[src/rtl/cart_pkg.sv]
/*
 * cartridge loader package
 * widths and types for loader bytes, cartridge words and bus accesses,
 * the ROM loading code and the bus access-size codes
 */

package cart_pkg;

    ////////////////////
    // widths and types
    ////////////////////

    localparam int ROM_ADDR_W = 10;

    // one byte from the loader stream
    typedef logic [7:0] byte_t;

    // one cartridge word, lane 0 in bits 7:0
    typedef logic [31:0] word_t;

    // byte-lane enables of a bus access
    typedef logic [3:0] lane_en_t;

    // word address inside the store
    typedef logic [ROM_ADDR_W-1:0] word_addr_t;

    // bus byte address, two extra bits select the lane
    typedef logic [ROM_ADDR_W+1:0] bus_addr_t;

    typedef logic [1:0] acc_size_t;

    ////////////////////
    // codes
    ////////////////////

    // loading code for a ROM image, all other codes are ignored
    localparam logic [2:0] LOAD_ROM = 3'd1;

    localparam acc_size_t ACC_BYTE = 2'd0;
    localparam acc_size_t ACC_HALF = 2'd1;
    localparam acc_size_t ACC_WORD = 2'd2;
    localparam acc_size_t ACC_NONE = 2'd3;

endpackage

[src/rtl/word_xfer_if.sv]
/*
 * one addressed cartridge word moving between two stages
 * four-phase req/ack, sender and receiver modports
 */
`timescale 1ns/1ps

interface word_xfer_if;

    logic                 req;
    logic                 ack;
    cart_pkg::word_addr_t addr;
    cart_pkg::word_t      data;
    // marks the final word of a load
    logic                 last;

    modport sender (
        output req,
        output addr,
        output data,
        output last,
        input  ack
    );

    modport receiver (
        input  req,
        input  addr,
        input  data,
        input  last,
        output ack
    );

endinterface

[src/rtl/load_fifo.sv]
/*
 * circular buffer of addressed words
 * four-phase receiver on the input, four-phase sender FSM on the output
 */
`timescale 1ns/1ps

module load_fifo #(
    parameter int FIFO_DEPTH = 4
) (
    input  logic          clk16,
    input  logic          resetn,
    word_xfer_if.receiver in_xfer,
    word_xfer_if.sender   out_xfer
);

    localparam int PTR_W = $clog2(FIFO_DEPTH);

    typedef enum logic [1:0] {
        OUT_IDLE,
        OUT_REQ,
        OUT_WAIT_LOW
    } out_state_t;

    cart_pkg::word_addr_t mem_addr [FIFO_DEPTH];
    cart_pkg::word_t      mem_data [FIFO_DEPTH];
    logic                 mem_last [FIFO_DEPTH];

    // one extra pointer bit tells full from empty
    logic [PTR_W:0] wr_ptr;
    logic [PTR_W:0] rd_ptr;
    logic           full;
    logic           empty;
    logic           in_ack;
    logic           wr_en;
    out_state_t     out_state;

    assign empty = (wr_ptr == rd_ptr);
    assign full  = (wr_ptr[PTR_W] != rd_ptr[PTR_W]) &&
                   (wr_ptr[PTR_W-1:0] == rd_ptr[PTR_W-1:0]);

    ////////////////////
    // input side
    ////////////////////

    // ack is held off while full
    assign wr_en = in_xfer.req && !in_ack && !full;

    always_ff @(posedge clk16) begin
        if (!resetn) begin
            in_ack <= 1'b0;
            wr_ptr <= '0;
        end else begin
            if (wr_en) begin
                in_ack <= 1'b1;
                wr_ptr <= wr_ptr + 1'b1;
            end else if (in_ack && !in_xfer.req) begin
                in_ack <= 1'b0;
            end
        end
    end

    always_ff @(posedge clk16) begin
        if (wr_en) begin
            mem_addr[wr_ptr[PTR_W-1:0]] <= in_xfer.addr;
            mem_data[wr_ptr[PTR_W-1:0]] <= in_xfer.data;
            mem_last[wr_ptr[PTR_W-1:0]] <= in_xfer.last;
        end
    end

    assign in_xfer.ack = in_ack;

    ////////////////////
    // output side
    ////////////////////

    always_ff @(posedge clk16) begin
        if (!resetn) begin
            out_state <= OUT_IDLE;
            rd_ptr    <= '0;
        end else begin
            case (out_state)
                OUT_IDLE: begin
                    if (!empty) begin
                        out_state <= OUT_REQ;
                    end
                end
                OUT_REQ: begin
                    if (out_xfer.ack) begin
                        rd_ptr    <= rd_ptr + 1'b1;
                        out_state <= OUT_WAIT_LOW;
                    end
                end
                OUT_WAIT_LOW: begin
                    // next entry may go as soon as ack has dropped
                    if (!out_xfer.ack) begin
                        out_state <= empty ? OUT_IDLE : OUT_REQ;
                    end
                end
                default: out_state <= OUT_IDLE;
            endcase
        end
    end

    // head entry stays put until its ack
    assign out_xfer.req  = (out_state == OUT_REQ);
    assign out_xfer.addr = mem_addr[rd_ptr[PTR_W-1:0]];
    assign out_xfer.data = mem_data[rd_ptr[PTR_W-1:0]];
    assign out_xfer.last = mem_last[rd_ptr[PTR_W-1:0]];

endmodule

[src/flat_wrapper.sv]
// flat-port wrapper written by rule: the top's interface ports become plain ports
module load_fifo_flat 
#(
    parameter int FIFO_DEPTH = 4
)
  (clk16, resetn, in_xfer_req, in_xfer_addr, in_xfer_data, in_xfer_last, in_xfer_ack, out_xfer_req, out_xfer_addr, out_xfer_data, out_xfer_last, out_xfer_ack);
  word_xfer_if in_xfer_i ();
  word_xfer_if out_xfer_i ();
  input  logic clk16;
  input  logic resetn;
  input wire logic [$bits(in_xfer_i.req)-1:0] in_xfer_req;
  input wire logic [$bits(in_xfer_i.addr)-1:0] in_xfer_addr;
  input wire logic [$bits(in_xfer_i.data)-1:0] in_xfer_data;
  input wire logic [$bits(in_xfer_i.last)-1:0] in_xfer_last;
  output wire logic [$bits(in_xfer_i.ack)-1:0] in_xfer_ack;
  output wire logic [$bits(out_xfer_i.req)-1:0] out_xfer_req;
  output wire logic [$bits(out_xfer_i.addr)-1:0] out_xfer_addr;
  output wire logic [$bits(out_xfer_i.data)-1:0] out_xfer_data;
  output wire logic [$bits(out_xfer_i.last)-1:0] out_xfer_last;
  input wire logic [$bits(out_xfer_i.ack)-1:0] out_xfer_ack;
  assign in_xfer_i.req = in_xfer_req;
  assign in_xfer_i.addr = in_xfer_addr;
  assign in_xfer_i.data = in_xfer_data;
  assign in_xfer_i.last = in_xfer_last;
  assign in_xfer_ack = in_xfer_i.ack;
  assign out_xfer_req = out_xfer_i.req;
  assign out_xfer_addr = out_xfer_i.addr;
  assign out_xfer_data = out_xfer_i.data;
  assign out_xfer_last = out_xfer_i.last;
  assign out_xfer_i.ack = out_xfer_ack;
  load_fifo #(.FIFO_DEPTH(FIFO_DEPTH)) u_core (.clk16(clk16), .resetn(resetn), .in_xfer(in_xfer_i), .out_xfer(out_xfer_i));
endmodule
[config.mk]
export PLATFORM = sky130hd
export DESIGN_NAME = load_fifo_flat
export DESIGN_NICKNAME = d
export VERILOG_FILES = /design/src/rtl/cart_pkg.sv /design/src/rtl/word_xfer_if.sv /design/src/rtl/load_fifo.sv /design/src/flat_wrapper.sv
export SDC_FILE = /design/constraint.sdc
export NUM_CORES = 1
export LEC_CHECK = 0
export BUFFER_PORTS_ARGS = -buffer_cell sky130_fd_sc_hd__buf_2
export CORE_MARGIN = 1.5
export CORE_UTILIZATION = 30
export DETAILED_ROUTE_END_ITERATION = 16
export SYNTH_ARGS = -nofsm -noshare
export SYNTH_HDL_FRONTEND = slang
export SYNTH_SLANG_ARGS = --single-unit
[constraint.sdc]
create_clock -name clk16 -period 9.9 [get_ports clk16]
set_clock_uncertainty 0.1 [all_clocks]
set_input_delay 1.485 -clock clk16 [delete_from_list [all_inputs] [get_ports clk16]]
set_output_delay 1.485 -clock clk16 [all_outputs]
set_load 0.005 [all_outputs]
==> flow_summary_export.csv <==
group,metric,value,unit
yosys,synth_nets,343,
sta,hold_viol_final,0,
global_route,gr-usage-all-layers,11.25,%
yosys,yosys_warnings,0,
final_layout,mostFrequentLayoutCells,"172 x edfxtp_1, 91 x buf_2, 43 x mux4_2",
sta,final_max_slew_viol_count,0,
final_layout,final_net_count,447,
clocking,clk_pin_slew,60,ps
power_and_ir_drop,p_per_area,229.2,mW/mm2
worst_setup_path,crit_cells,2,
place,placed_cell_area,0.007627,mm2
worst_setup_path,r2r_cells,4,
clocking,worst_skew_pair.late_latency,410,ps
die,die_w,154.0,um
clocking,clkSinkCount,183,
route,first_pass_iters,4,
clocking,cts_buffers,17,
power_and_ir_drop,p_leak,2.716,nW
route,vias_per_cell,4.556,
die,die_h,154.0,um
worst_setup_path,cp_data_required_time,8320,ps
clocking,cts_buffer_depth,2,
die,core_area,0.02250,mm2
sta,layout_min_cycle_time,3751,ps
worst_setup_path,start_kind,"flip-flop",
yosys,synthCells,291,
route,post_drt_wl_per_cell,18.07,um
route,drt-initial-drc-count,128,
hold_path,min_path_type,"reg2reg",
worst_setup_path,max_stage_delay,940,ps
flow_run,maxCapViolCount,0,
final_layout,regArea,0.005390,mm2
yosys,synth.avg_cell_area,23.50,um2
die,initial_utilization,30.39,%
sta,period_share,37.89,%
global_route,grt_max_degree,44,
final_layout,final_common_cell,"edfxtp_1",
final_layout,fillCellCount,2060,
worst_setup_path,crit_fanout,43,
clocking,post_cts_buffers,0,
sta,tightest_slew,903.7,ps
worst_setup_path,r2r-start,"u_core.wr_ptr[0]",
yosys,yosysSeqAreaShare,78.76,%
place,hpwlAfterDp,7258,um
worst_setup_path,crit_family,"flip-flops",
yosys,synth_edf_count,172,
place,place_congestion,0.7596,
clocking,htree_num_levels,4,
sta,finalSetupViolations,0,
clocking,cts-root-buf,"clkbuf_16",
power_and_ir_drop,power,0.001877,W
global_route,grt_pass1_vias,3566,
clocking,cts_tree,"yes",
worst_setup_path,crit_slowest_cell,"dfxtp_4",
worst_setup_path,timing.reg2reg.setup_slack,7650,ps
global_route,grt_overflow,0,
worst_setup_path,critical_path.cell_chain,"mux4_2 -> buf_2",
yosys,ys_seq_elements,183,
global_route,antenna_found_initial,0,
final_layout,utilization,36.39,%
route,drtAntennaViolNets,0,
yosys,synth_area,0.006838,mm2
sta,rsz0062_at_grt,"false",
final_layout,drive_gt1_share,42.01,%
die,die-area,0.02371,mm2
sta,setup_tns,0,ps
clocking,cts_resized,0,
final_layout,syn_to_final_growth,19.76,%
yosys,ys_async_sr_fraction,0,%
final_layout,final_area,0.008189,mm2
yosys,ys_types,32,
global_route,grt_pass1_wl,19880,um
worst_setup_path,r2r-end,"u_core.mem_data[1][15]",
die,io_pins,92,
place,port_buffers,91,
route,num_vias,3153,
worst_setup_path,arrival,2170,ps
clocking,cts_hold_buffers,0,
final_layout,diodes,0,
final_layout,multi_input_area,0.001380,mm2
route,route.detailed.drc,0,
yosys,ys.flop_type,"edfxtp_1",
worst_setup_path,end_kind,"output pin",
worst_setup_path,worst-path-buf-inv,1,
route,wirelength,12510,um
sta,fmax,266.6,MHz
die,rows,55,
power_and_ir_drop,vdd_ir_drop_max,0.09991,mV
worst_setup_path,critPathKind,"reg2out",
worst_setup_path,crit_end,"out_xfer_addr[0]",
sta,slew_headroom,39.75,%
outcome,status,"finished clean",
## worst register-to-register path, cell delays in order, from the launching register on
cell and delay (ps):
dfxtp_1 490, xnor2_1 260, a31oi_1 280, and2_2 170, buf_4 550
## Yosys cell counts (3+ instances only)
cell,number,area [um2]
and2_1,8,50.05
mux4_2,43,968.4
nand3_1,3,15.01
dfxtp_1,11,220.2
buf_2,4,20.02
edfxtp_1,172,5165
buf_6,5,56.30
ha_1,5,62.56
xor2_1,4,35.03
o21ai_0,3,15.01
xnor2_1,5,43.79
## routing by layer
metal,routed length (um),GRT usage (%),vias up
met1,5411,13.48,1650
met2,6495,19.09,62
met3,476,3.720,9
met5,0,0,-
li1,-,-,1432
met4,123,3.791,0
## kinds of logic after synthesis
| group | share of synthesized area, % |
|---|---|
| AOI/OAI and AO/OA | 1.135 |
| xor gates and xnor gates | 1.153 |
| adders and majority gates | 0.9149 |
| buffers and inverters | 1.336 |
| DFF | 78.76 |
| muxes | 14.31 |
| and+or+nand+nor | 2.397 |
## report_power, final
group | total [W] | internal (W) | switching (W)
Sequential | 0.000974 | 0.000922 | 0.0000512
Combinational | 0.000257 | 0.000138 | 0.000119
Clock | 0.000647 | 0.000371 | 0.000276
## worst min path at each step
stage          cells past startpoint  slack [ps]                 from                   to
5_1_grt                            1         540   u_core.in_xfer.ack   u_core.in_xfer.ack
2_1_floorplan                      3         450  u_core.out_state[1]  u_core.out_state[0]
3_3_place_gp                       1         470   u_core.in_xfer.ack   u_core.in_xfer.ack
6_report                           1         500   u_core.in_xfer.ack   u_core.in_xfer.ack
3_5_place_dp                       1         480   u_core.in_xfer.ack   u_core.in_xfer.ack
4_1_cts                            1         500   u_core.in_xfer.ack   u_core.in_xfer.ack
## flip-flops by register name, summed over array words and instances, names as in the netlist, named ones only
register	flops
u_core.mem_data	128
u_core.in_xfer.ack	1
u_core.out_state	2
u_core.mem_last	4
u_core.mem_addr	40
u_core.rd_ptr	3
u_core.wr_ptr	3
## area by class of cell
class	count	area share [%]
inverter	2	0.09167
multi-input combinational	95	16.85
clock buffer	19	5.286
timing repair buffer	96	6.020
tap	285	4.354
clock inverter	12	1.574
sequential	183	65.82
## per-stage QoR
stage	instances	hold slack, ps	setup WS (ps)
3_5_place_dp	661	479.4	6488
2_1_floorplan	291	448.9	5513
5_1_grt	692	536.0	5922
3_3_place_gp	661	468.8	6501
6_report	692	501.0	6149
4_1_cts	692	496.3	6024
(Power assumes the default switching activity.)
