$ cat config.mk
export PLATFORM = sky130hd
export DESIGN_NAME = loader_packer_flat
export DESIGN_NICKNAME = d
export VERILOG_FILES = /design/src/rtl/cart_pkg.sv /design/src/rtl/word_xfer_if.sv /design/src/rtl/loader_packer.sv /design/src/flat_wrapper.sv
export SDC_FILE = /design/constraint.sdc
export NUM_CORES = 1
export LEC_CHECK = 0
export ABC_AREA = 1
export CAP_MARGIN = 40
export CORE_MARGIN = 10
export CORE_UTILIZATION = 65
export CTS_CLUSTER_DIAMETER = 80
export DETAILED_ROUTE_END_ITERATION = 12
export DONT_BUFFER_PORTS = 1
export GPL_TIMING_DRIVEN = 0
export HOLD_SLACK_MARGIN = 0.02
export PLACE_DENSITY = 0.81
export SETUP_SLACK_MARGIN = 0.4
export SYNTH_ARGS = -nofsm -noshare
export SYNTH_HDL_FRONTEND = slang
export SYNTH_SLANG_ARGS = --single-unit
$ cat constraint.sdc
create_clock -name clk16 -period 5.6 [get_ports clk16]
set_input_delay 0.56 -clock clk16 [delete_from_list [all_inputs] [get_ports clk16]]
set_output_delay 0.56 -clock clk16 [all_outputs]
set_load 0.01 [all_outputs]
$ cat src/rtl/cart_pkg.sv
/*
 * cartridge loader package
 * widths and types for loader bytes, cartridge words and bus accesses,
 * the ROM loading code and the bus access-size codes
 */

package cart_pkg;

    ////////////////////
    // widths and types
    ////////////////////

    localparam int ROM_ADDR_W = 10;

    // one byte from the loader stream
    typedef logic [7:0] byte_t;

    // one cartridge word, lane 0 in bits 7:0
    typedef logic [31:0] word_t;

    // byte-lane enables of a bus access
    typedef logic [3:0] lane_en_t;

    // word address inside the store
    typedef logic [ROM_ADDR_W-1:0] word_addr_t;

    // bus byte address, two extra bits select the lane
    typedef logic [ROM_ADDR_W+1:0] bus_addr_t;

    typedef logic [1:0] acc_size_t;

    ////////////////////
    // codes
    ////////////////////

    // loading code for a ROM image, all other codes are ignored
    localparam logic [2:0] LOAD_ROM = 3'd1;

    localparam acc_size_t ACC_BYTE = 2'd0;
    localparam acc_size_t ACC_HALF = 2'd1;
    localparam acc_size_t ACC_WORD = 2'd2;
    localparam acc_size_t ACC_NONE = 2'd3;

endpackage

$ cat src/rtl/word_xfer_if.sv
/*
 * one addressed cartridge word moving between two stages
 * four-phase req/ack, sender and receiver modports
 */
`timescale 1ns/1ps

interface word_xfer_if;

    logic                 req;
    logic                 ack;
    cart_pkg::word_addr_t addr;
    cart_pkg::word_t      data;
    // marks the final word of a load
    logic                 last;

    modport sender (
        output req,
        output addr,
        output data,
        output last,
        input  ack
    );

    modport receiver (
        input  req,
        input  addr,
        input  data,
        input  last,
        output ack
    );

endinterface

$ cat src/rtl/loader_packer.sv
/*
 * loader byte packer
 * little-endian word assembly with one word held back to tag the last
 * word of a load, and the four-phase sender FSM
 */
`timescale 1ns/1ps

module loader_packer (
    input  logic            clk16,
    input  logic            resetn,
    input  logic [2:0]      loading,
    input  cart_pkg::byte_t loader_do,
    input  logic            loader_do_valid,
    output logic            load_start,
    word_xfer_if.sender     xfer
);

    typedef enum logic [1:0] {
        IDLE,
        COLLECT,
        SEND,
        WAIT_ACK_LOW
    } pack_state_t;

    pack_state_t          state;
    logic                 in_rom;
    logic                 in_rom_q;
    logic                 load_end;
    logic                 byte_in;
    logic                 word_done;
    logic [1:0]           byte_cnt;
    logic [1:0]           lane_idx;
    cart_pkg::word_t      asm_data;
    cart_pkg::word_addr_t word_cnt;
    cart_pkg::word_t      hold_data;
    cart_pkg::word_addr_t hold_addr;
    logic                 hold_valid;
    logic                 release_pend;
    logic                 end_pend;
    logic                 end_clear;
    logic                 send_hold;
    logic                 send_tail;
    cart_pkg::word_t      tx_data;
    cart_pkg::word_addr_t tx_addr;
    logic                 tx_last;

    assign in_rom     = (loading == cart_pkg::LOAD_ROM);
    assign load_start = in_rom && !in_rom_q;
    assign load_end   = in_rom_q && !in_rom;
    assign byte_in    = loader_do_valid && in_rom;

    // a new load always starts in lane 0
    assign lane_idx  = load_start ? 2'd0 : byte_cnt;
    assign word_done = byte_in && (lane_idx == 2'd3);

    // held word goes out once a later byte shows up or the load ends
    assign send_hold = (state == COLLECT) && hold_valid && (release_pend || end_pend);
    assign send_tail = (state == COLLECT) && end_pend && !hold_valid && (byte_cnt != 2'd0);
    assign end_clear = (state == COLLECT) && end_pend && (byte_cnt == 2'd0 || !hold_valid);

    ////////////////////
    // byte assembly
    ////////////////////

    always_ff @(posedge clk16) begin
        if (!resetn) begin
            in_rom_q     <= 1'b0;
            byte_cnt     <= 2'd0;
            word_cnt     <= '0;
            hold_valid   <= 1'b0;
            release_pend <= 1'b0;
            end_pend     <= 1'b0;
        end else begin
            in_rom_q <= in_rom;
            if (byte_in) begin
                byte_cnt <= lane_idx + 2'd1;
            end else if (load_start || send_tail) begin
                byte_cnt <= 2'd0;
            end
            if (load_start) begin
                word_cnt <= '0;
            end else if (word_done) begin
                word_cnt <= word_cnt + 1'b1;
            end
            if (word_done) begin
                hold_valid <= 1'b1;
            end else if (load_start || send_hold) begin
                hold_valid <= 1'b0;
            end
            if (byte_in && hold_valid && !load_start) begin
                release_pend <= 1'b1;
            end else if (load_start || send_hold) begin
                release_pend <= 1'b0;
            end
            if (load_end) begin
                end_pend <= 1'b1;
            end else if (load_start || end_clear) begin
                end_pend <= 1'b0;
            end
        end
    end

    always_ff @(posedge clk16) begin
        // cleared lanes give the zero padding of a short tail word
        if (load_start || word_done) begin
            asm_data <= '0;
        end
        if (byte_in && !word_done) begin
            asm_data[8*lane_idx +: 8] <= loader_do;
        end
        if (word_done) begin
            hold_data <= {loader_do, asm_data[23:0]};
            hold_addr <= word_cnt;
        end
        if (send_hold) begin
            tx_data <= hold_data;
            tx_addr <= hold_addr;
            tx_last <= end_pend && (byte_cnt == 2'd0);
        end else if (send_tail) begin
            tx_data <= asm_data;
            tx_addr <= word_cnt;
            tx_last <= 1'b1;
        end
    end

    ////////////////////
    // sender FSM
    ////////////////////

    always_ff @(posedge clk16) begin
        if (!resetn) begin
            state <= IDLE;
        end else begin
            case (state)
                IDLE: begin
                    if (load_start) begin
                        state <= COLLECT;
                    end
                end
                COLLECT: begin
                    if (send_hold || send_tail) begin
                        state <= SEND;
                    end else if (!in_rom && !in_rom_q && !end_pend && !hold_valid) begin
                        state <= IDLE;
                    end
                end
                SEND: begin
                    if (xfer.ack) begin
                        state <= WAIT_ACK_LOW;
                    end
                end
                WAIT_ACK_LOW: begin
                    if (!xfer.ack) begin
                        state <= COLLECT;
                    end
                end
                default: state <= IDLE;
            endcase
        end
    end

    assign xfer.req  = (state == SEND);
    assign xfer.addr = tx_addr;
    assign xfer.data = tx_data;
    assign xfer.last = tx_last;

endmodule

$ cat src/flat_wrapper.sv
// flat-port wrapper written by rule: the top's interface ports become plain ports
module loader_packer_flat 
  (clk16, resetn, loading, loader_do, loader_do_valid, load_start, xfer_req, xfer_addr, xfer_data, xfer_last, xfer_ack);
  word_xfer_if xfer_i ();
  input  logic clk16;
  input  logic resetn;
  input  logic [2:0] loading;
  input  cart_pkg::byte_t loader_do;
  input  logic loader_do_valid;
  output logic load_start;
  output wire logic [$bits(xfer_i.req)-1:0] xfer_req;
  output wire logic [$bits(xfer_i.addr)-1:0] xfer_addr;
  output wire logic [$bits(xfer_i.data)-1:0] xfer_data;
  output wire logic [$bits(xfer_i.last)-1:0] xfer_last;
  input wire logic [$bits(xfer_i.ack)-1:0] xfer_ack;
  assign xfer_req = xfer_i.req;
  assign xfer_addr = xfer_i.addr;
  assign xfer_data = xfer_i.data;
  assign xfer_last = xfer_i.last;
  assign xfer_i.ack = xfer_ack;
  loader_packer u_core (.clk16(clk16), .resetn(resetn), .loading(loading), .loader_do(loader_do), .loader_do_valid(loader_do_valid), .load_start(load_start), .xfer(xfer_i));
endmodule
==> results of run 1 <==
## layout make-up
class,count,share of cell area
inverter,46,0.0287
clock inverter,15,0.0251
timing repair buffer,2,0.00790
multi-input combinational,311,0.250
sequential,135,0.590
clock buffer,17,0.0688
buffer,12,0.00810
tap,102,0.0212
## logic make-up (layout without fill, tap and decap cells)
kind of cell,Yosys count,count (layout),synth area share
AND/OR/NAND/NOR,236,236,0.193
flip-flops,135,135,0.674
AO/OA/AOI/OAI,65,65,0.0678
buffers and inverters,58,92,0.0420
adder cells (fa/ha/maj),10,10,0.0237
## critical path, cell delays in order (launching register included)
cell and delay (ps):
dfxtp_1 370, inv_1 60, nand4_2 170, nand2_1 230, inv_1 210, ha_1 210, inv_1 100, nor2_4 700
buf_16 260
## layer usage
layer  track usage  up-vias
met5             0        -
met4        0.0809        0
met3        0.0679       23
met2         0.331      187
met1         0.254     1749
li1              -     1732
## sequential cells by signal, indices dropped and copies added (netlist names), 2 cells and up
signal and flops:
u_core.hold_addr 10, u_core.byte_cnt 2, u_core.hold_data 32, u_core.xfer.data 32
u_core.xfer.addr 10, u_core.asm_data 32, u_core.word_cnt 10, u_core.state 2
## final timing paths
path	start	endpoint	depth (start not counted)
max	u_core.in_rom_q	u_core.hold_data[29]	8
min	loader_do[3]	u_core.hold_data[27]	0
max reg2reg	u_core.in_rom_q	u_core.hold_data[29]	8
min reg2reg	u_core.asm_data[29]	u_core.asm_data[29]	2
## through the flow
| step | setup WS [ps] | power (W) |
|---|---|---|
| 2_1_floorplan | 2470 | 0.00116 |
| 3_3_place_gp | 1760 | 0.00117 |
| 3_5_place_dp | 2790 | 0.00118 |
| 4_1_cts | 2990 | 0.00222 |
| 5_1_grt | 2810 | 0.00228 |
| 6_report | 2970 | 0.00221 |
## cell usage in the layout (no fill, tap or decap), types with 3 or more instances in the layout
cell type / n
inv_6: 4
nand4_1: 4
clkbuf_1: 9
nand2_1: 178
o22ai_1: 24
a21oi_1: 17
inv_2: 3
nor2_1: 27
edfxtp_1: 85
o21ai_0: 23
inv_1: 43
clkinv_2: 4
nor2_8: 3
ha_1: 10
nand2_2: 4
clkbuf_16: 16
dfxtp_1: 50
nor3_1: 5
buf_2: 3
nand3_1: 6
## where the power goes
group	switching (W)	internal, W	total (W)
registers	0.0000115	0.00106	0.00108
clock network	0.000424	0.000634	0.00106
logic	0.0000522	0.0000276	0.0000797
total	0.000488	0.00173	0.00221
==> flow_metrics.env, run 1 <==
export IMPL_status="complete, no violations"
export IMPL_antenna_found_initial=0
export IMPL_final_core_util=0.771
export IMPL_fill_cells=460
export IMPL_synth_common_cells="178 x nand2_1, 85 x edfxtp_1, 50 x dfxtp_1, 44 x inv_1, 27 x nor2_1"
export IMPL_htreeDepth=4
export IMPL_m1WireLength_um=4630
export IMPL_io_pins=60
export IMPL_vdd_drop_max_mv=0.261
export IMPL_yosysMostFrequentCell="nand2_1"
export IMPL_worstPathMaxFanout=28
export IMPL_drive_above_1_share=0.0985
export IMPL_via_per_inst=5.77
export IMPL_cts_resized=0
export IMPL_placed_area_um2=5460
export IMPL_final_cells=640
export IMPL_root_buffer="clkbuf_8"
export IMPL_hp_class="in2reg"
export IMPL_grt_setup_unrepaired="no"
export IMPL_r2r_setup_slack_ps=2970
export IMPL_timing_critical_path_required_ps=5820
export IMPL_slew_violations=0
export IMPL_synth_area_per_cell_um2=10.5
export IMPL_synth_cells=504
export IMPL_wl_met3_um=1010
export IMPL_track_usage=0.206
export IMPL_fin_crit_sh=0.470
export IMPL_p_leak_nw=2.25
export IMPL_seq_area_um2=3550
export IMPL_top_layer="met4"
export IMPL_place_detailed_instances=608
export IMPL_cts_buffers=17
export IMPL_drt_wl_total_um=11700
export IMPL_period_minus_slack_ps=2630
export IMPL_grt_pass1_vias=3636
export IMPL_row_count=32
export IMPL_drtIter0Drc=282
export IMPL_max_slew_margin_rel=0.416
export IMPL_via_count=3691
export IMPL_wl_met2_um=5900
export IMPL_finClkSkew_ps=5.85
export IMPL_final_cell_area_um2=6020
export IMPL_cts_clk_slew_worst_paths_ps=60
export IMPL_dr_pass1_iters=5
export IMPL_max_clock_path_buffers=2
export IMPL_synthDistinctLibCells=25
export IMPL_start_util=0.676
export IMPL_pwr_density_cell_nw_per_um2=368
export IMPL_yosys_area_top_type_share=0.484
export IMPL_worst_pin_slew_ps=874
export IMPL_routedWlPerCell_um=18.3
export IMPL_yosys_warnings=0
export IMPL_multi_input_comb_area_um2=1510
export IMPL_overflow=0
export IMPL_hold_viol=0
export IMPL_synth_fp_nets=529
export IMPL_synth_area_um2=5280
export IMPL_endpoint_kind="flip-flop"
export IMPL_synth_edff_count=85
export IMPL_nets=550
export IMPL_cp_data_arrival_time_ps=2850
export IMPL_async_flop_share=0
export IMPL_insertion_delay_ps=520
export IMPL_tns_ps=0
export IMPL_path_class="reg2reg"
export IMPL_start_kind="flip-flop"
export IMPL_synth_seq_cells=135
export IMPL_synth_main_ff_cell="edfxtp_1"
export IMPL_dieArea_um2=12100
export IMPL_netlist_top_cells_area="edfxtp_1 48%, dfxtp_1 19%, nand2_1 13%"
export IMPL_hpwl_um=7350
export IMPL_ys_seq_area_frac=0.674
export IMPL_cts_hold_buf=0
export IMPL_fmax_ghz=0.380
export IMPL_grt_pass1_wl_um=19000
export IMPL_drv_cap=0
export IMPL_cts_setup_buffers=0
export IMPL_area_growth_pct=14.1
export IMPL_design_core_area_um2=7810
export IMPL_port_buffers=0
export IMPL_drc=0
export IMPL_yosys_area_top_type="edfxtp_1"
export IMPL_num_antenna_cells=0
export IMPL_grt_max_degree=29
export IMPL_fp_dieH_um=110
export IMPL_hold_slack_ps=136
export IMPL_setup_viol=0
export IMPL_ant_nets=0
export IMPL_cts_sinks=135
export IMPL_die_w_um=110
export IMPL_cts_tree="done"
export IMPL_gp_routability_congestion=0.837
Power figures use the tool's default switching activity.
==> run 2: changes to the inputs <==
Settings changed: ABC_AREA 1 to 0, CORE_UTILIZATION 65 to 62, PLACE_DENSITY 0.81 to 0.78.
Clock period 5.6 ns to 2.5 ns, I/O delays scaled along.
==> flow_metrics.env, run 2 <==
export IMPL_yosys_area_share_simple=0.0796
export IMPL_synth_area_mux_share=0.0968
export IMPL_yosysMostFrequentCell="edfxtp_1"
export IMPL_insertion_delay_ps=520
export IMPL_drtIter0Drc=202
export IMPL_nets=409
export IMPL_port_buffers=0
export IMPL_endpoint_kind="flip-flop"
export IMPL_hp_start="xfer_ack"
export IMPL_grt_max_degree=27
export IMPL_cts_tree="done"
export IMPL_max_slew_margin_rel=0.534
export IMPL_drv_cap=0
export IMPL_status="complete, no violations"
export IMPL_p_leak_nw=2.40
export IMPL_yosys_warnings=0
export IMPL_num_antenna_cells=0
export IMPL_worstRegToRegCells=9
export IMPL_fp_dieH_um=111
export IMPL_die_w_um=111
export IMPL_setup_viol=0
export IMPL_via_per_inst=6.07
export IMPL_routedWlPerCell_um=22.6
export IMPL_cts_sinks=135
export IMPL_mostFrequentLayoutCells="85 x edfxtp_1, 49 x dfxtp_1, 42 x mux2_2, 24 x a22o_1, 18 x buf_4"
export IMPL_overflow=0
export IMPL_drive_above_1_share=0.332
export IMPL_synth_area_per_cell_um2=15.5
export IMPL_r2r_setup_slack_ps=330
export IMPL_pwr_share_comb=0.031
export IMPL_timing_critical_path_required_ps=2950
export IMPL_crit_chain="or4b_4 -> buf_8 -> nand2_8 -> inv_8 -> ha_4 -> buf_4 -> nor4_4 -> buf_6 -> a22o_1"
export IMPL_max_clock_path_buffers=2
export IMPL_holdPathStages=2
export IMPL_root_buffer="clkbuf_8"
export IMPL_gp_routability_congestion=0.804
export IMPL_row_count=32
export IMPL_fin_crit_sh=0.868
export IMPL_dp_slack_ps=2.25
export IMPL_cts_buffers=17
export IMPL_synth_fp_nets=354
export IMPL_dieArea_um2=12200
export IMPL_grt_pass1_wl_um=17000
export IMPL_wl_met2_um=6050
export IMPL_tns_ps=0
export IMPL_synth_top_family_by_area="multiplexers"
export IMPL_synth_main_ff_cell="edfxtp_1"
export IMPL_antenna_found_initial=0
export IMPL_start_util=0.649
export IMPL_slew_violations=0
export IMPL_m1WireLength_um=4420
export IMPL_synth_common_cells="85 x edfxtp_1, 50 x dfxtp_1, 42 x mux2_2, 24 x a22o_1, 15 x nand2_1"
export IMPL_timing_rr_start="u_core.in_rom_q"
export IMPL_vdd_drop_max_mv=0.542
export IMPL_synth_compound_area_frac=0.0808
export IMPL_async_flop_share=0
export IMPL_track_usage=0.175
export IMPL_cp_data_arrival_time_ps=2620
export IMPL_final_core_util=0.807
export IMPL_worst_pin_slew_ps=695
export IMPL_synth_adder_area_share=0.0265
export IMPL_ys_seq_area_frac=0.698
export IMPL_finalPower_w=0.00487
export IMPL_dr_pass1_iters=4
export IMPL_drc=0
export IMPL_cpMaxStageDelayCell="or4b_4"
export IMPL_synthDistinctLibCells=40
export IMPL_yosys_area_top_type_share=0.501
export IMPL_worstPathMaxFanout=8
export IMPL_synth_cells=329
export IMPL_area_growth_pct=24.3
export IMPL_hpwl_um=6330
export IMPL_pwr_density_cell_nw_per_um2=770
export IMPL_io_pins=60
export IMPL_setup_ws_ps=329
export IMPL_power_switching_w=0.00108
export IMPL_finClkSkew_ps=9.22
export IMPL_grt_setup_unrepaired="yes"
export IMPL_hold_viol=0
export IMPL_rr_endpoint="u_core.asm_data[2]"
export IMPL_yosys_area_top_type="edfxtp_1"
export IMPL_hp_class="in2reg"
export IMPL_pwr_share_clk=0.476
export IMPL_drt_wl_total_um=11300
export IMPL_swShare=0.222
export IMPL_path_class="reg2reg"
export IMPL_fmax_ghz=0.461
export IMPL_final_common_cell="edfxtp_1"
export IMPL_via_count=3029
export IMPL_design_core_area_um2=7850
export IMPL_cts_clk_slew_worst_paths_ps=60
export IMPL_max_stage_delay_ps=490
export IMPL_synth_area_um2=5090
export IMPL_start_kind="flip-flop"
export IMPL_top_layer="met4"
export IMPL_netlist_top_cells_area="edfxtp_1 50%, dfxtp_1 20%, mux2_2 9.3%"
export IMPL_seq_power_share=0.493
export IMPL_synth_edff_count=85
export IMPL_wl_met3_um=589
export IMPL_htreeDepth=4
export IMPL_p_int_w=0.00379
export IMPL_min_to="u_core.state[0]"
export IMPL_synth_seq_cells=135
export IMPL_period_minus_slack_ps=2170
export IMPL_synth_xor_area_frac=0.00516
export IMPL_ant_nets=0
export IMPL_grt_pass1_vias=2980
## run 2: cell count changes after synthesis, sizes merged, moves of 3 or more
cell and delta:
a21boi +4, a21oi -10, a22o +24, and2 +4, inv -40, mux2 +42, nand2 -168, nor2 -26
nor2b +12, nor3 -5, nor4 +3, o21ai -10, o22ai -24, or3 +7
## run 2: through the flow
stage | area, um^2 | hold WS (ps) | instances
global placement | 5270 | 349 | 431
finish | 6330 | 36.3 | 499
detailed placement | 5360 | 349 | 435
global route | 6330 | 30.4 | 499
CTS | 6140 | -186 | 484
floorplan | 5140 | 349 | 329
## run 2: layout make-up
cell class	count	area [um^2]
Sequential cell	135	3560
Multi-Input combinational cell	180	1610
Fill cell	397	1520
Clock buffer	18	418
Timing Repair Buffer	35	392
Clock inverter	14	141
Tap cell	102	128
Buffer	9	58.8
Inverter	6	30.0
## run 2: per-layer routing
layer / GRT usage / vias to the layer above
li1: - / 1369
met1: 0.195 / 1544
met2: 0.304 / 96
met3: 0.0605 / 20
met4: 0.0604 / 0
met5: 0 / -
## run 2: cell families after synthesis
logic type | Yosys count
buffers and inverters | 15
XOR/XNOR | 3
AND/OR/NAND/NOR | 65
AO/OA/AOI/OAI | 56
flip-flops | 135
multiplexers | 44
adder cells (fa/ha/maj) | 11
## run 2: what timing repair did
action / 4_1_cts / 5_1_grt
hold buffers: 7 / 1
buffers inserted: 9 / 13
endpoints found under the setup margin: 85 / 119
hold endpoints to repair: 32 / 4
gates resized for setup: 18 / 18
cloned: 1 / 1
pin swaps: 8 / 14
## run 2: worst max path at each step
stage,end,slack [ps],start,cells past startpoint
after floorplan,u_core.word_cnt[1],310,u_core.in_rom_q,9
after global placement,u_core.word_cnt[1],-150,u_core.in_rom_q,9
after detailed placement,u_core.asm_data[12],2,u_core.in_rom_q,8
after CTS,u_core.asm_data[3],350,u_core.in_rom_q,8
after global routing,u_core.asm_data[17],270,u_core.in_rom_q,9
final,u_core.asm_data[2],330,u_core.in_rom_q,9
## run 2: critical path, delay by kind of cell (launching register included)
kind            cells  cell delay (ps)
compound gates      1              150
fa+ha+maj           1              190
buf+inv             4              550
flops               1              340
simple gates        3              870
## run 2: power groups by stage
stage	registers (W)	logic (W)	clock network (W)
4_1_cts	0.00240	0.000138	0.00232
2_1_floorplan	0.00244	0.0000916	0
3_5_place_dp	0.00245	0.000111	0
6_report	0.00240	0.000153	0.00232
5_1_grt	0.00240	0.000164	0.00244
3_3_place_gp	0.00245	0.000107	0
